File: src/common/video_consts.svh
// video generator constants
// tiny raster geometry, fetch timing and register numbers
`ifndef VIDEO_CONSTS_SVH
`define VIDEO_CONSTS_SVH

// raster geometry, the blanked part comes first on each line
`define VID_H_OFFSCREEN     8
`define VID_H_VISIBLE       16
`define VID_H_TOTAL         24
`define VID_H_SYNC_START    2           // short front porch
`define VID_H_SYNC_END      5           // 3 cycle hsync
`define VID_V_VISIBLE       4
`define VID_V_TOTAL         7
`define VID_V_SYNC_LINE     5

`define VID_FETCH_LEAD      6           // cycles before first pixel
`define VID_FIFO_DEPTH      4           // words

// register numbers
`define XR_VID_CTRL         6'h00
`define XR_SCANLINE         6'h02       // read only
`define XR_VID_LEFT         6'h03
`define XR_VID_RIGHT        6'h04
`define XR_PA_GFX_CTRL      6'h10
`define XR_PA_DISP_ADDR     6'h12
`define XR_PA_LINE_LEN      6'h13

`endif

File: src/common/video_pkg.sv
// video generator package
// shared vector types, fetch states and configuration structs
package video_pkg;

    typedef logic [15:0] word_t;        // register and memory data
    typedef logic [15:0] addr_t;        // video RAM word address
    typedef logic [7:0]  color_t;       // palette index
    typedef logic [4:0]  hres_t;
    typedef logic [2:0]  vres_t;
    typedef logic [5:0]  reg_num_t;

    typedef enum logic [1:0] {
        FETCH_IDLE,
        FETCH_READ,
        FETCH_HOLD
    } fetch_state_t;

    // current raster position and flags
    typedef struct packed {
        hres_t  h_count;
        vres_t  v_count;
        logic   h_visible;
        logic   v_visible;
        logic   hsync;
        logic   vsync;
    } raster_t;

    // playfield A and border settings
    typedef struct packed {
        color_t border_color;
        word_t  vid_left;               // first windowed pixel
        word_t  vid_right;              // first border pixel after window
        color_t colorbase;
        logic   blank;
        addr_t  start_addr;
        word_t  line_len;               // words added per line
    } pf_cfg_t;

endpackage

File: src/playfield/fetch_ctrl.sv
// playfield fetch controller
// FSM issuing video RAM reads for each visible line with FIFO
// back-pressure, plus the per-line address stepping
`timescale 1ns/1ps
`include "video_consts.svh"

module fetch_ctrl (
    input  wire logic                               clk,
    input  wire logic                               reset_i,
    input  wire video_pkg::raster_t                 raster_i,
    input  wire logic                               end_of_line_i,
    input  wire logic                               end_of_frame_i,
    input  wire video_pkg::pf_cfg_t                 pf_cfg_i,
    input  wire logic [$clog2(`VID_FIFO_DEPTH):0]   fifo_level_i,
    output logic                                    vram_sel_o,
    output video_pkg::addr_t                        vram_addr_o,
    output logic                                    word_valid_o
);
    import video_pkg::*;

    localparam int LINE_WORDS = `VID_H_VISIBLE / 2;
    localparam int LEVEL_W    = $clog2(`VID_FIFO_DEPTH) + 1;

    fetch_state_t                   state;
    fetch_state_t                   state_next;
    logic [$clog2(LINE_WORDS)-1:0]  word_cnt;
    addr_t                          line_addr;
    word_t                          line_len;       // latched per frame
    logic                           frame_blank;    // latched per frame
    logic                           fetch_start;
    logic [LEVEL_W-1:0]             committed;      // words in FIFO or in flight

    always_comb begin
        committed   = fifo_level_i + LEVEL_W'(word_valid_o);
        fetch_start = raster_i.v_visible && !frame_blank &&
                      (raster_i.h_count == hres_t'(`VID_H_OFFSCREEN - `VID_FETCH_LEAD));
        state_next  = state;
        case (state)
            FETCH_IDLE: begin
                if (fetch_start) begin
                    state_next = FETCH_READ;
                end
            end
            FETCH_READ: begin
                if (word_cnt == ($bits(word_cnt))'(LINE_WORDS - 1)) begin
                    state_next = FETCH_IDLE;
                end else if (committed >= LEVEL_W'(`VID_FIFO_DEPTH - 1)) begin
                    state_next = FETCH_HOLD;        // this read fills the FIFO
                end
            end
            FETCH_HOLD: begin
                if (committed < LEVEL_W'(`VID_FIFO_DEPTH)) begin
                    state_next = FETCH_READ;
                end
            end
            default: state_next = FETCH_IDLE;
        endcase
    end

    assign vram_sel_o  = (state == FETCH_READ);
    assign vram_addr_o = line_addr + addr_t'(word_cnt);

    always_ff @(posedge clk) begin
        if (reset_i) begin
            state        <= FETCH_IDLE;
            word_cnt     <= '0;
            word_valid_o <= 1'b0;
            line_addr    <= '0;
            line_len     <= word_t'(LINE_WORDS);
            frame_blank  <= 1'b1;
        end else begin
            state        <= state_next;
            word_valid_o <= vram_sel_o;             // data lands next cycle
            if (vram_sel_o) begin
                word_cnt <= (state_next == FETCH_IDLE) ? '0 : word_cnt + 1'b1;
            end
            // new settings only take hold at a frame boundary
            if (end_of_frame_i) begin
                line_addr   <= pf_cfg_i.start_addr;
                line_len    <= pf_cfg_i.line_len;
                frame_blank <= pf_cfg_i.blank;
            end else if (end_of_line_i && raster_i.v_visible) begin
                line_addr   <= line_addr + line_len;    // wraps at 64K
            end
        end
    end

endmodule

File: src/playfield/pixel_out.sv
// pixel output stage
// word FIFO, byte unpacking, border window and colorbase, with all
// video outputs registered together
`timescale 1ns/1ps
`include "video_consts.svh"

module pixel_out (
    input  wire logic                               clk,
    input  wire logic                               reset_i,
    input  wire video_pkg::raster_t                 raster_i,
    input  wire video_pkg::pf_cfg_t                 pf_cfg_i,
    input  wire logic                               word_valid_i,
    input  wire video_pkg::word_t                   vram_data_i,
    output logic [$clog2(`VID_FIFO_DEPTH):0]        fifo_level_o,
    output video_pkg::color_t                       colorA_index_o,
    output logic                                    h_blank_o,
    output logic                                    v_blank_o,
    output logic                                    hsync_o,
    output logic                                    vsync_o,
    output logic                                    dv_de_o
);
    import video_pkg::*;

    localparam int PTR_W   = $clog2(`VID_FIFO_DEPTH);
    localparam int LEVEL_W = PTR_W + 1;

    word_t              fifo_mem [`VID_FIFO_DEPTH];
    logic [PTR_W-1:0]   wr_ptr;
    logic [PTR_W-1:0]   rd_ptr;
    logic               frame_blank;    // matches the fetch side
    logic               frame_end;
    logic               visible;
    logic               pop;
    logic               in_window;
    hres_t              x_pos;
    color_t             pf_byte;
    color_t             color_next;

    always_comb begin
        visible   = raster_i.h_visible && raster_i.v_visible;
        frame_end = (raster_i.h_count == hres_t'(`VID_H_TOTAL - 1)) &&
                    (raster_i.v_count == vres_t'(`VID_V_TOTAL - 1));
        x_pos     = raster_i.h_count - hres_t'(`VID_H_OFFSCREEN);
        in_window = (word_t'(x_pos) >= pf_cfg_i.vid_left) &&
                    (word_t'(x_pos) < pf_cfg_i.vid_right);
        pf_byte   = x_pos[0] ? fifo_mem[rd_ptr][7:0] : fifo_mem[rd_ptr][15:8];
        pop       = visible && !frame_blank && x_pos[0] && (fifo_level_o != '0);

        if (!visible) begin
            color_next = '0;
        end else if (frame_blank || !in_window) begin
            color_next = pf_cfg_i.border_color;     // border skips colorbase
        end else begin
            color_next = pf_byte ^ pf_cfg_i.colorbase;
        end
    end

    always_ff @(posedge clk) begin
        if (word_valid_i) begin
            fifo_mem[wr_ptr] <= vram_data_i;
        end
    end

    always_ff @(posedge clk) begin
        if (reset_i) begin
            wr_ptr         <= '0;
            rd_ptr         <= '0;
            fifo_level_o   <= '0;
            frame_blank    <= 1'b1;
            colorA_index_o <= '0;
            h_blank_o      <= 1'b1;
            v_blank_o      <= 1'b1;
            hsync_o        <= 1'b0;
            vsync_o        <= 1'b0;
            dv_de_o        <= 1'b0;
        end else begin
            if (word_valid_i) begin
                wr_ptr <= wr_ptr + 1'b1;
            end
            if (pop) begin
                rd_ptr <= rd_ptr + 1'b1;            // word done after low byte
            end
            fifo_level_o <= fifo_level_o + LEVEL_W'(word_valid_i) - LEVEL_W'(pop);
            if (frame_end) begin
                frame_blank <= pf_cfg_i.blank;
            end
            colorA_index_o <= color_next;
            h_blank_o      <= !raster_i.h_visible;
            v_blank_o      <= !raster_i.v_visible;
            hsync_o        <= raster_i.hsync;
            vsync_o        <= raster_i.vsync;
            dv_de_o        <= visible;
        end
    end

endmodule

File: src/rtl/video_gen.sv
// bitmap video generator top level
// connects timing, registers, fetch controller and pixel output
`timescale 1ns/1ps
`include "video_consts.svh"

module video_gen (
    input  wire logic                   clk,
    input  wire logic                   reset_i,
    input  wire logic                   vgen_reg_wr_en_i,
    input  wire video_pkg::reg_num_t    vgen_reg_num_i,
    input  wire video_pkg::word_t       vgen_reg_data_i,
    output video_pkg::word_t            vgen_reg_data_o,
    output logic                        video_intr_o,
    output logic                        vram_sel_o,
    output video_pkg::addr_t            vram_addr_o,
    input  wire video_pkg::word_t       vram_data_i,
    output video_pkg::color_t           colorA_index_o,
    output logic                        h_blank_o,
    output logic                        v_blank_o,
    output logic                        hsync_o,
    output logic                        vsync_o,
    output logic                        dv_de_o
);
    import video_pkg::*;

    raster_t                            raster;
    pf_cfg_t                            pf_cfg;
    logic                               end_of_line;
    logic                               end_of_frame;
    logic                               end_of_visible;
    logic                               word_valid;     // vram_data_i holds a word
    logic [$clog2(`VID_FIFO_DEPTH):0]   fifo_level;

    video_timing video_timing_i (
        .clk              (clk),
        .reset_i          (reset_i),
        .raster_o         (raster),
        .end_of_line_o    (end_of_line),
        .end_of_frame_o   (end_of_frame),
        .end_of_visible_o (end_of_visible)
    );

    video_regs video_regs_i (
        .clk              (clk),
        .reset_i          (reset_i),
        .vgen_reg_wr_en_i (vgen_reg_wr_en_i),
        .vgen_reg_num_i   (vgen_reg_num_i),
        .vgen_reg_data_i  (vgen_reg_data_i),
        .vgen_reg_data_o  (vgen_reg_data_o),
        .v_count_i        (raster.v_count),
        .end_of_visible_i (end_of_visible),
        .pf_cfg_o         (pf_cfg),
        .video_intr_o     (video_intr_o)
    );

    fetch_ctrl fetch_ctrl_i (
        .clk              (clk),
        .reset_i          (reset_i),
        .raster_i         (raster),
        .end_of_line_i    (end_of_line),
        .end_of_frame_i   (end_of_frame),
        .pf_cfg_i         (pf_cfg),
        .fifo_level_i     (fifo_level),
        .vram_sel_o       (vram_sel_o),
        .vram_addr_o      (vram_addr_o),
        .word_valid_o     (word_valid)
    );

    pixel_out pixel_out_i (
        .clk              (clk),
        .reset_i          (reset_i),
        .raster_i         (raster),
        .pf_cfg_i         (pf_cfg),
        .word_valid_i     (word_valid),
        .vram_data_i      (vram_data_i),
        .fifo_level_o     (fifo_level),
        .colorA_index_o   (colorA_index_o),
        .h_blank_o        (h_blank_o),
        .v_blank_o        (v_blank_o),
        .hsync_o          (hsync_o),
        .vsync_o          (vsync_o),
        .dv_de_o          (dv_de_o)
    );

endmodule

File: src/rtl/video_regs.sv
// video registers
// write decode into the playfield settings, registered readback
// and the end of visible interrupt pulse
`timescale 1ns/1ps
`include "video_consts.svh"

module video_regs (
    input  wire logic                   clk,
    input  wire logic                   reset_i,
    input  wire logic                   vgen_reg_wr_en_i,
    input  wire video_pkg::reg_num_t    vgen_reg_num_i,
    input  wire video_pkg::word_t       vgen_reg_data_i,
    output video_pkg::word_t            vgen_reg_data_o,
    input  wire video_pkg::vres_t       v_count_i,
    input  wire logic                   end_of_visible_i,
    output video_pkg::pf_cfg_t          pf_cfg_o,
    output logic                        video_intr_o
);
    import video_pkg::*;

    word_t rd_data;

    always_ff @(posedge clk) begin
        if (reset_i) begin
            pf_cfg_o.border_color <= 8'h08;             // grey border shows life
            pf_cfg_o.vid_left     <= '0;
            pf_cfg_o.vid_right    <= word_t'(`VID_H_VISIBLE);
            pf_cfg_o.colorbase    <= '0;
            pf_cfg_o.blank        <= 1'b1;              // playfield off
            pf_cfg_o.start_addr   <= '0;
            pf_cfg_o.line_len     <= word_t'(`VID_H_VISIBLE / 2);
            video_intr_o          <= 1'b0;
        end else begin
            video_intr_o <= end_of_visible_i;
            if (vgen_reg_wr_en_i) begin
                case (vgen_reg_num_i)
                    `XR_VID_CTRL: begin
                        pf_cfg_o.border_color <= vgen_reg_data_i[7:0];
                    end
                    `XR_VID_LEFT: begin
                        pf_cfg_o.vid_left <= vgen_reg_data_i;
                    end
                    `XR_VID_RIGHT: begin
                        pf_cfg_o.vid_right <= vgen_reg_data_i;
                    end
                    `XR_PA_GFX_CTRL: begin
                        pf_cfg_o.colorbase <= vgen_reg_data_i[15:8];
                        pf_cfg_o.blank     <= vgen_reg_data_i[7];
                    end
                    `XR_PA_DISP_ADDR: begin
                        pf_cfg_o.start_addr <= vgen_reg_data_i;
                    end
                    `XR_PA_LINE_LEN: begin
                        pf_cfg_o.line_len <= vgen_reg_data_i;
                    end
                    default: begin
                    end
                endcase
            end
        end
    end

    always_comb begin
        case (vgen_reg_num_i)
            `XR_VID_CTRL:     rd_data = {8'h00, pf_cfg_o.border_color};
            `XR_SCANLINE:     rd_data = word_t'(v_count_i);       // live line count
            `XR_VID_LEFT:     rd_data = pf_cfg_o.vid_left;
            `XR_VID_RIGHT:    rd_data = pf_cfg_o.vid_right;
            `XR_PA_GFX_CTRL:  rd_data = {pf_cfg_o.colorbase, pf_cfg_o.blank, 7'b0};
            `XR_PA_DISP_ADDR: rd_data = pf_cfg_o.start_addr;
            `XR_PA_LINE_LEN:  rd_data = pf_cfg_o.line_len;
            default:          rd_data = '0;
        endcase
    end

    always_ff @(posedge clk) begin
        vgen_reg_data_o <= rd_data;
    end

endmodule

File: src/rtl/video_timing.sv
// video timing
// pixel and line counters with visible flags, syncs and the
// line, frame and end of visible strobes
`timescale 1ns/1ps
`include "video_consts.svh"

module video_timing (
    input  wire logic           clk,
    input  wire logic           reset_i,
    output video_pkg::raster_t  raster_o,
    output logic                end_of_line_o,
    output logic                end_of_frame_o,
    output logic                end_of_visible_o
);
    import video_pkg::*;

    hres_t  h_next;
    vres_t  v_next;
    logic   line_last;
    logic   next_last;                  // next cycle ends a line

    always_comb begin
        line_last = (raster_o.h_count == hres_t'(`VID_H_TOTAL - 1));
        h_next    = line_last ? '0 : raster_o.h_count + 1'b1;
        v_next    = raster_o.v_count;
        if (line_last) begin
            if (raster_o.v_count == vres_t'(`VID_V_TOTAL - 1)) begin
                v_next = '0;
            end else begin
                v_next = raster_o.v_count + 1'b1;
            end
        end
        next_last = (h_next == hres_t'(`VID_H_TOTAL - 1));
    end

    // flags come from the next counts so all outputs line up
    always_ff @(posedge clk) begin
        if (reset_i) begin
            raster_o         <= '{h_count: '0, v_count: '0, h_visible: 1'b0,
                                  v_visible: 1'b1, hsync: 1'b0, vsync: 1'b0};
            end_of_line_o    <= 1'b0;
            end_of_frame_o   <= 1'b0;
            end_of_visible_o <= 1'b0;
        end else begin
            raster_o.h_count   <= h_next;
            raster_o.v_count   <= v_next;
            raster_o.h_visible <= (h_next >= hres_t'(`VID_H_OFFSCREEN));
            raster_o.v_visible <= (v_next < vres_t'(`VID_V_VISIBLE));
            raster_o.hsync     <= (h_next >= hres_t'(`VID_H_SYNC_START)) &&
                                  (h_next < hres_t'(`VID_H_SYNC_END));
            raster_o.vsync     <= (v_next == vres_t'(`VID_V_SYNC_LINE));
            end_of_line_o      <= next_last;
            end_of_frame_o     <= next_last && (v_next == vres_t'(`VID_V_TOTAL - 1));
            end_of_visible_o   <= next_last && (v_next == vres_t'(`VID_V_VISIBLE - 1));
        end
    end

endmodule

File: config.mk
export PLATFORM = sky130hd
export DESIGN_NAME = video_gen
export DESIGN_NICKNAME = d
export VERILOG_FILES = /design/src/common/video_pkg.sv /design/src/playfield/fetch_ctrl.sv /design/src/playfield/pixel_out.sv /design/src/rtl/video_gen.sv /design/src/rtl/video_regs.sv /design/src/rtl/video_timing.sv
export VERILOG_INCLUDE_DIRS = /design/src /design/src/common
export SDC_FILE = /design/constraint.sdc
export NUM_CORES = 1
export LEC_CHECK = 0
export BUFFER_PORTS_ARGS = -buffer_cell sky130_fd_sc_hd__buf_2
export CORE_AREA = 2 2 132 134
export DETAILED_ROUTE_END_ITERATION = 16
export DIE_AREA = 0 0 134 136
export GPL_ROUTABILITY_DRIVEN = 0
export HOLD_SLACK_MARGIN = 0.03
export MAX_ROUTING_LAYER = met4
export PLACE_DENSITY = 0.91
export SETUP_SLACK_MARGIN = 0.4
export SYNTH_ARGS = -nofsm -noshare
export SYNTH_HDL_FRONTEND = slang
export SYNTH_SLANG_ARGS = --single-unit
File: constraint.sdc
create_clock -name clk -period 6.7 [get_ports clk]
set_input_delay 1.005 -clock clk [delete_from_list [all_inputs] [get_ports clk]]
set_output_delay 1.005 -clock clk [all_outputs]
set_load 0.005 [all_outputs]
Word-level counts from Yosys, hierarchy flattened
Memories as Yosys holds them, arrays and structs flattened. A register that Yosys moved wholly into a read port is not among the register bits.
Cells that the tools add are included.
Word-level totals
  output and inout port bits: 47
  flip-flop bits (word level): 173
  logic and storage cells: 119
  memories kept: 1
  bits in writable memories: 64
  input port bits: 41
Operators by class
  bitwise operators: 2
  $add $sub $neg: 10
  equality and inequality tests: 16
  magnitude comparators: 8
  mux-type cells: 18
  reductions and logical operators: 30
Memory list
  pixel_out_i.fifo_mem: words 4, width 16, read ports 1, clocked after Yosys merged registers in 1, write ports 1, line pixel_out.sv:27  | word_t fifo_mem [`VID_FIFO_DEPTH];
Operators with widths (count)
  16-bit case mux with 7 select lines: 1
  16-bit two-way mux: 2
  6-bit by 5-bit equality test with 1-bit output (second input constant): 3
  16-bit adder: 1
  16-bit by 3-bit adder with 16-bit output: 1
  5-bit by 16-bit >= comparator with 1-bit output: 1
  5-bit by 16-bit < comparator with 1-bit output: 1
  8-bit two-way mux: 2
  3-bit equality test (second input constant): 4
  6-bit by 2-bit equality test with 1-bit output (second input constant): 2
  1-bit logical AND: 12
  2-bit two-way mux: 6
  2-bit AND reduction: 6
  5-bit equality test (second input constant): 2
  3-bit two-way mux: 3
  8-bit bitwise XOR: 1
  3-bit by 1-bit adder with 3-bit output (second input constant): 2
  6-bit by 3-bit equality test with 1-bit output (second input constant): 1
  6-bit zero test: 1
  3-bit < comparator (second input constant): 2
  2-bit case mux with 3 select lines: 1
  5-bit by 1-bit adder with 5-bit output (second input constant): 1
  5-bit by 2-bit equality test with 1-bit output (second input constant): 1
  5-bit by 2-bit >= comparator with 1-bit output (second input constant): 1
  19 further kinds: 26

Logic depth before layout (Yosys ltp)
  word-level depth: 7
  depth in mapped cells: 9
  gate-level depth less buffers: 9

Cells and area by module
A second synthesis with hierarchy kept.
Unflattened totals
  cells, all modules: 1100
  area total of the unflattened synthesis: 11001.8 sq um
By module, submodules not included
  video_regs: cells an instance 461, area each 3877.5 sq um, instances 1, sequential area each 1961.9 sq um
  pixel_out: cells an instance 242, area each 3797.4 sq um, instances 1, sequential area each 2382.3 sq um
  fetch_ctrl: cells an instance 335, area each 2702.6 sq um, instances 1, sequential area each 780.7 sq um
  video_timing: cells an instance 62, area each 624.3 sq um, instances 1, sequential area each 300.3 sq um

Worst setup path after synthesis
No wires, ideal clock.
  kind: reg2out
  start: register fetch_ctrl_i.word_cnt[0]
  end: output vram_addr_o[12]
  data arrival time: 1740 ps
  buffers on the path: 0
  path slack: 3955 ps
  data required time: 5695 ps
  cell stages (with the launch flop): 10
  cells stage by stage: dfxtp_1 -> ha_1 -> inv_1 -> fa_1 -> nor2b_1 -> nor2_1 -> nor2_1 -> nand4_1 -> nor2_1 -> xor2_1
Between the ends
  longest elaborated chain between the ends: 1
Ends and longest elaborated chain
  start: declaration: line fetch_ctrl.sv:26  | logic [$clog2(LINE_WORDS)-1:0] word_cnt;
  start signal: assignment: line fetch_ctrl.sv:75  | word_cnt <= (state_next == FETCH_IDLE) ? '0 : word_cnt + 1'b1;
  16-bit by 3-bit adder with 16-bit output: line fetch_ctrl.sv:61  | assign vram_addr_o = line_addr + addr_t'(word_cnt);
  end: declaration: line video_gen.sv:15  | output video_pkg::addr_t vram_addr_o,
No other way between the ends.

Final worst setup path
  start: register fetch_ctrl_i.word_cnt[0]
  end: output vram_addr_o[14]
Same word-level chain as after synthesis.

==> metrics.cfg <==
[sta]
worstMarginPinSlew_ns = 1.25
layout_worst_path_cycle_share = 0.546
layout_min_cycle_time_ns = 3.66
fin_hold_ws_ns = 0.414
tns_ns = 0
hold_viol = 0
skew_ns = 0.0248
max_slew_margin = 0.168
rsz0062_at_grt = no
drv_slew = 0
fmax_ghz = 0.274
setup_viol = 0

[synth]
yosys_warnings = 0
ys_seq_elements = 239
synth_cell_types = 67
synth-edff-count = 64
synth-compound-area-share = 0.119
synth_top_family_by_area = simple AND/OR/NAND/NOR gates
synth_common_cells = dfxtp_1 (175), nand2_1 (170), a21oi_1 (111)
yosysMostFrequentCell = dfxtp_1
synth_ff_type = dfxtp_1
synthArstFlopShare = 0
syn_area_sq_um = 10500
synth_area_leaders = dfxtp_1 (33%), edfxtp_1 (18%), nand2_1 (6.1%)
syn-num-nets = 1131
synth_mux_area_frac = 0.0810
yosysTopAreaCell = dfxtp_1
synthAdderAreaFrac = 0.0501
yosys.area_share.xor_xnor = 0.0357
synthSimpleGateAreaFrac = 0.165
ys_seq_area_frac = 0.514
synth_top_area_frac = 0.332
syn_avg_cell_area_sq_um = 10.1
netlist_instances = 1049

[worst_setup_path]
worstPathMaxFanout = 4
reg2reg_from = fetch_ctrl_i.line_addr[0]
critPathRequiredTime_ns = 5.69
worstSetupPathType = reg -> out
start_kind = flop
reg2reg_depth = 9
crit_end = vram_addr_o[14]
critical_path_arrival_ns = 2.65
cp-end-kind = primary output
crit_start = fetch_ctrl_i.word_cnt[0]
r2r_end = fetch_ctrl_i.line_addr[12]
rrSetupSlack_ns = 4.12

[cts]
post_cts_resized = 0
clock_latency_ns = 0.53
root_buffer = clkbuf_16
clk_pin_slew_ns = 0.06
cts_made_buffers = 24
cts_buffer_depth = 3
htreeDepth = 1
ctsHoldBuffers = 0
cts_sinks = 239
post_cts_buffers = 0
cts_tree = built

[layout]
post_route_cells_drive_above_1_share = 0.147
instances_no_fill = 1356
final_nets = 1192
area_growth_pct = 12.7
fillerInstances = 1184
utilization = 0.704
final_area_sq_um = 11900

[die]
fp-row-count = 48
die_area_sq_um = 18200
initial_core_util = 0.625
core_sq_um = 16900
die_y_um = 136
io_pins = 88
die_w_um = 134

[place]
dp_cells = 1309
postPlaceCellArea_sq_um = 11000
io_buffer_count = 87
dpl.hpwl_mm = 16.9

[route]
wl_per_cell_um = 19.1
drtIter0Drc = 939
viasPerCell = 6.15
drt-pass1-iter-count = 11
postRouteAntennaNets = 0
num_vias = 8335
drcViolationCount = 0
drt-total-wl_mm = 25.8

[grt]
grt_pass1_wl_mm = 40.5
grtUsageMet1 = 0.364
grt-busiest-layer = met2
antenna_found_initial = 2
gr-usage-met2 = 0.476
grt_usage = 0.287
grt_max_degree = 121
grt_overflow_total = 0
grt_pass1_vias = 7821
use_met3 = 0.0384

[pwr]
power.leakage_nw = 4.43
ir_drop_v = 0.000224
power_density_nw_per_um2 = 250

[status]
outcome = completed

[flow_run]
drv_cap = 0

[worst_hold_path]
worst_hold_path_type = reg -> reg

-- flip-flops by register name, summed over array words and instances, names as in the netlist, 2 cells and up, named ones only --
signal,count
fetch_ctrl_i.line_addr,16
pixel_out_i.fifo_mem,64
video_regs_i.pf_cfg_o,81
video_regs_i.vgen_reg_data_o,16
pixel_out_i.fifo_level_o,3
pixel_out_i.rd_ptr,2
video_timing_i.raster_o,12
fetch_ctrl_i.word_cnt,3
fetch_ctrl_i.line_len,16
fetch_ctrl_i.state,2
pixel_out_i.colorA_index_o,8
pixel_out_i.wr_ptr,2
-- layout make-up --
type                       count  area, sq um  area share
inverter                      26         97.6     0.00821
sequential                   239         5430       0.457
antenna                        3         7.51    0.000632
clock inverter                15          163      0.0137
multi-input combinational    727         4760       0.401
tap                          225          282      0.0237
clock buffer                  29          671      0.0564
timing repair buffer          92          475      0.0400
-- per-stage QoR --
| step | total power [mW] | setup slack [ns] |
|---|---|---|
| after CTS | 2.98 | 3.03 |
| after floorplan | 1.57 | 3.95 |
| final | 2.97 | 3.04 |
| after global routing | 3.05 | 2.81 |
| after global placement | 1.60 | 3.30 |
| after detailed placement | 1.61 | 3.22 |
-- cell usage in the layout (no fill, tap or decap), types with 25 or more instances in the layout --
cell type  count
nand3_1       60
clkbuf_16     25
nand2_1      170
mux2i_1       46
a21oi_1      111
xnor2_1       35
inv_1         27
nor2_1        68
dfxtp_1      175
buf_2         86
ha_1          39
edfxtp_1      64
-- power breakdown --
group	internal, mW	switching (mW)	leakage (nW)
sequential	1.49	0.00558	1.99
clock	0.830	0.560	0.426
combinational	0.0265	0.0608	2.02
total	2.34	0.626	4.43
-- critical path: stages (launching register included) --
cell,delay (ns)
dfxtp_1,0.38
ha_1,0.19
inv_1,0.06
fa_1,0.41
nor2b_1,0.16
nor2_1,0.05
nor2_1,0.24
nand4_1,0.22
nor2_1,0.16
xor2_1,0.14
buf_2,0.12
-- cells by family (layout without fill, tap and decap cells) --
logic type | Yosys count | in the layout
AND/OR/NAND/NOR | 375 | 375
AO/OA/AOI/OAI | 203 | 203
buffers and inverters | 83 | 162
XOR/XNOR | 43 | 43
flip-flops | 239 | 239
multiplexers | 65 | 65
other | 0 | 3
adder cells (fa/ha/maj) | 41 | 41
-- layer usage --
metal / part of all wire / routed length (um)
met2: 0.49 / 12600
met5: 0 / 0
met1: 0.39 / 10200
met3: 0.087 / 2250
met4: 0.030 / 787
-- worst min-delay path by stage --
stage,from,end,slack [ns],cells after the start
after floorplan,video_timing_i.raster_o[3],pixel_out_i.h_blank_o,0.37,1
after global placement,video_timing_i.raster_o[3],pixel_out_i.h_blank_o,0.39,1
after detailed placement,video_timing_i.raster_o[3],pixel_out_i.h_blank_o,0.39,1
after CTS,video_timing_i.raster_o[3],pixel_out_i.h_blank_o,0.41,1
after global routing,video_timing_i.raster_o[3],pixel_out_i.h_blank_o,0.44,1
final,video_timing_i.raster_o[3],pixel_out_i.h_blank_o,0.41,1
No activity file was read; power rests on OpenSTA's default activity.
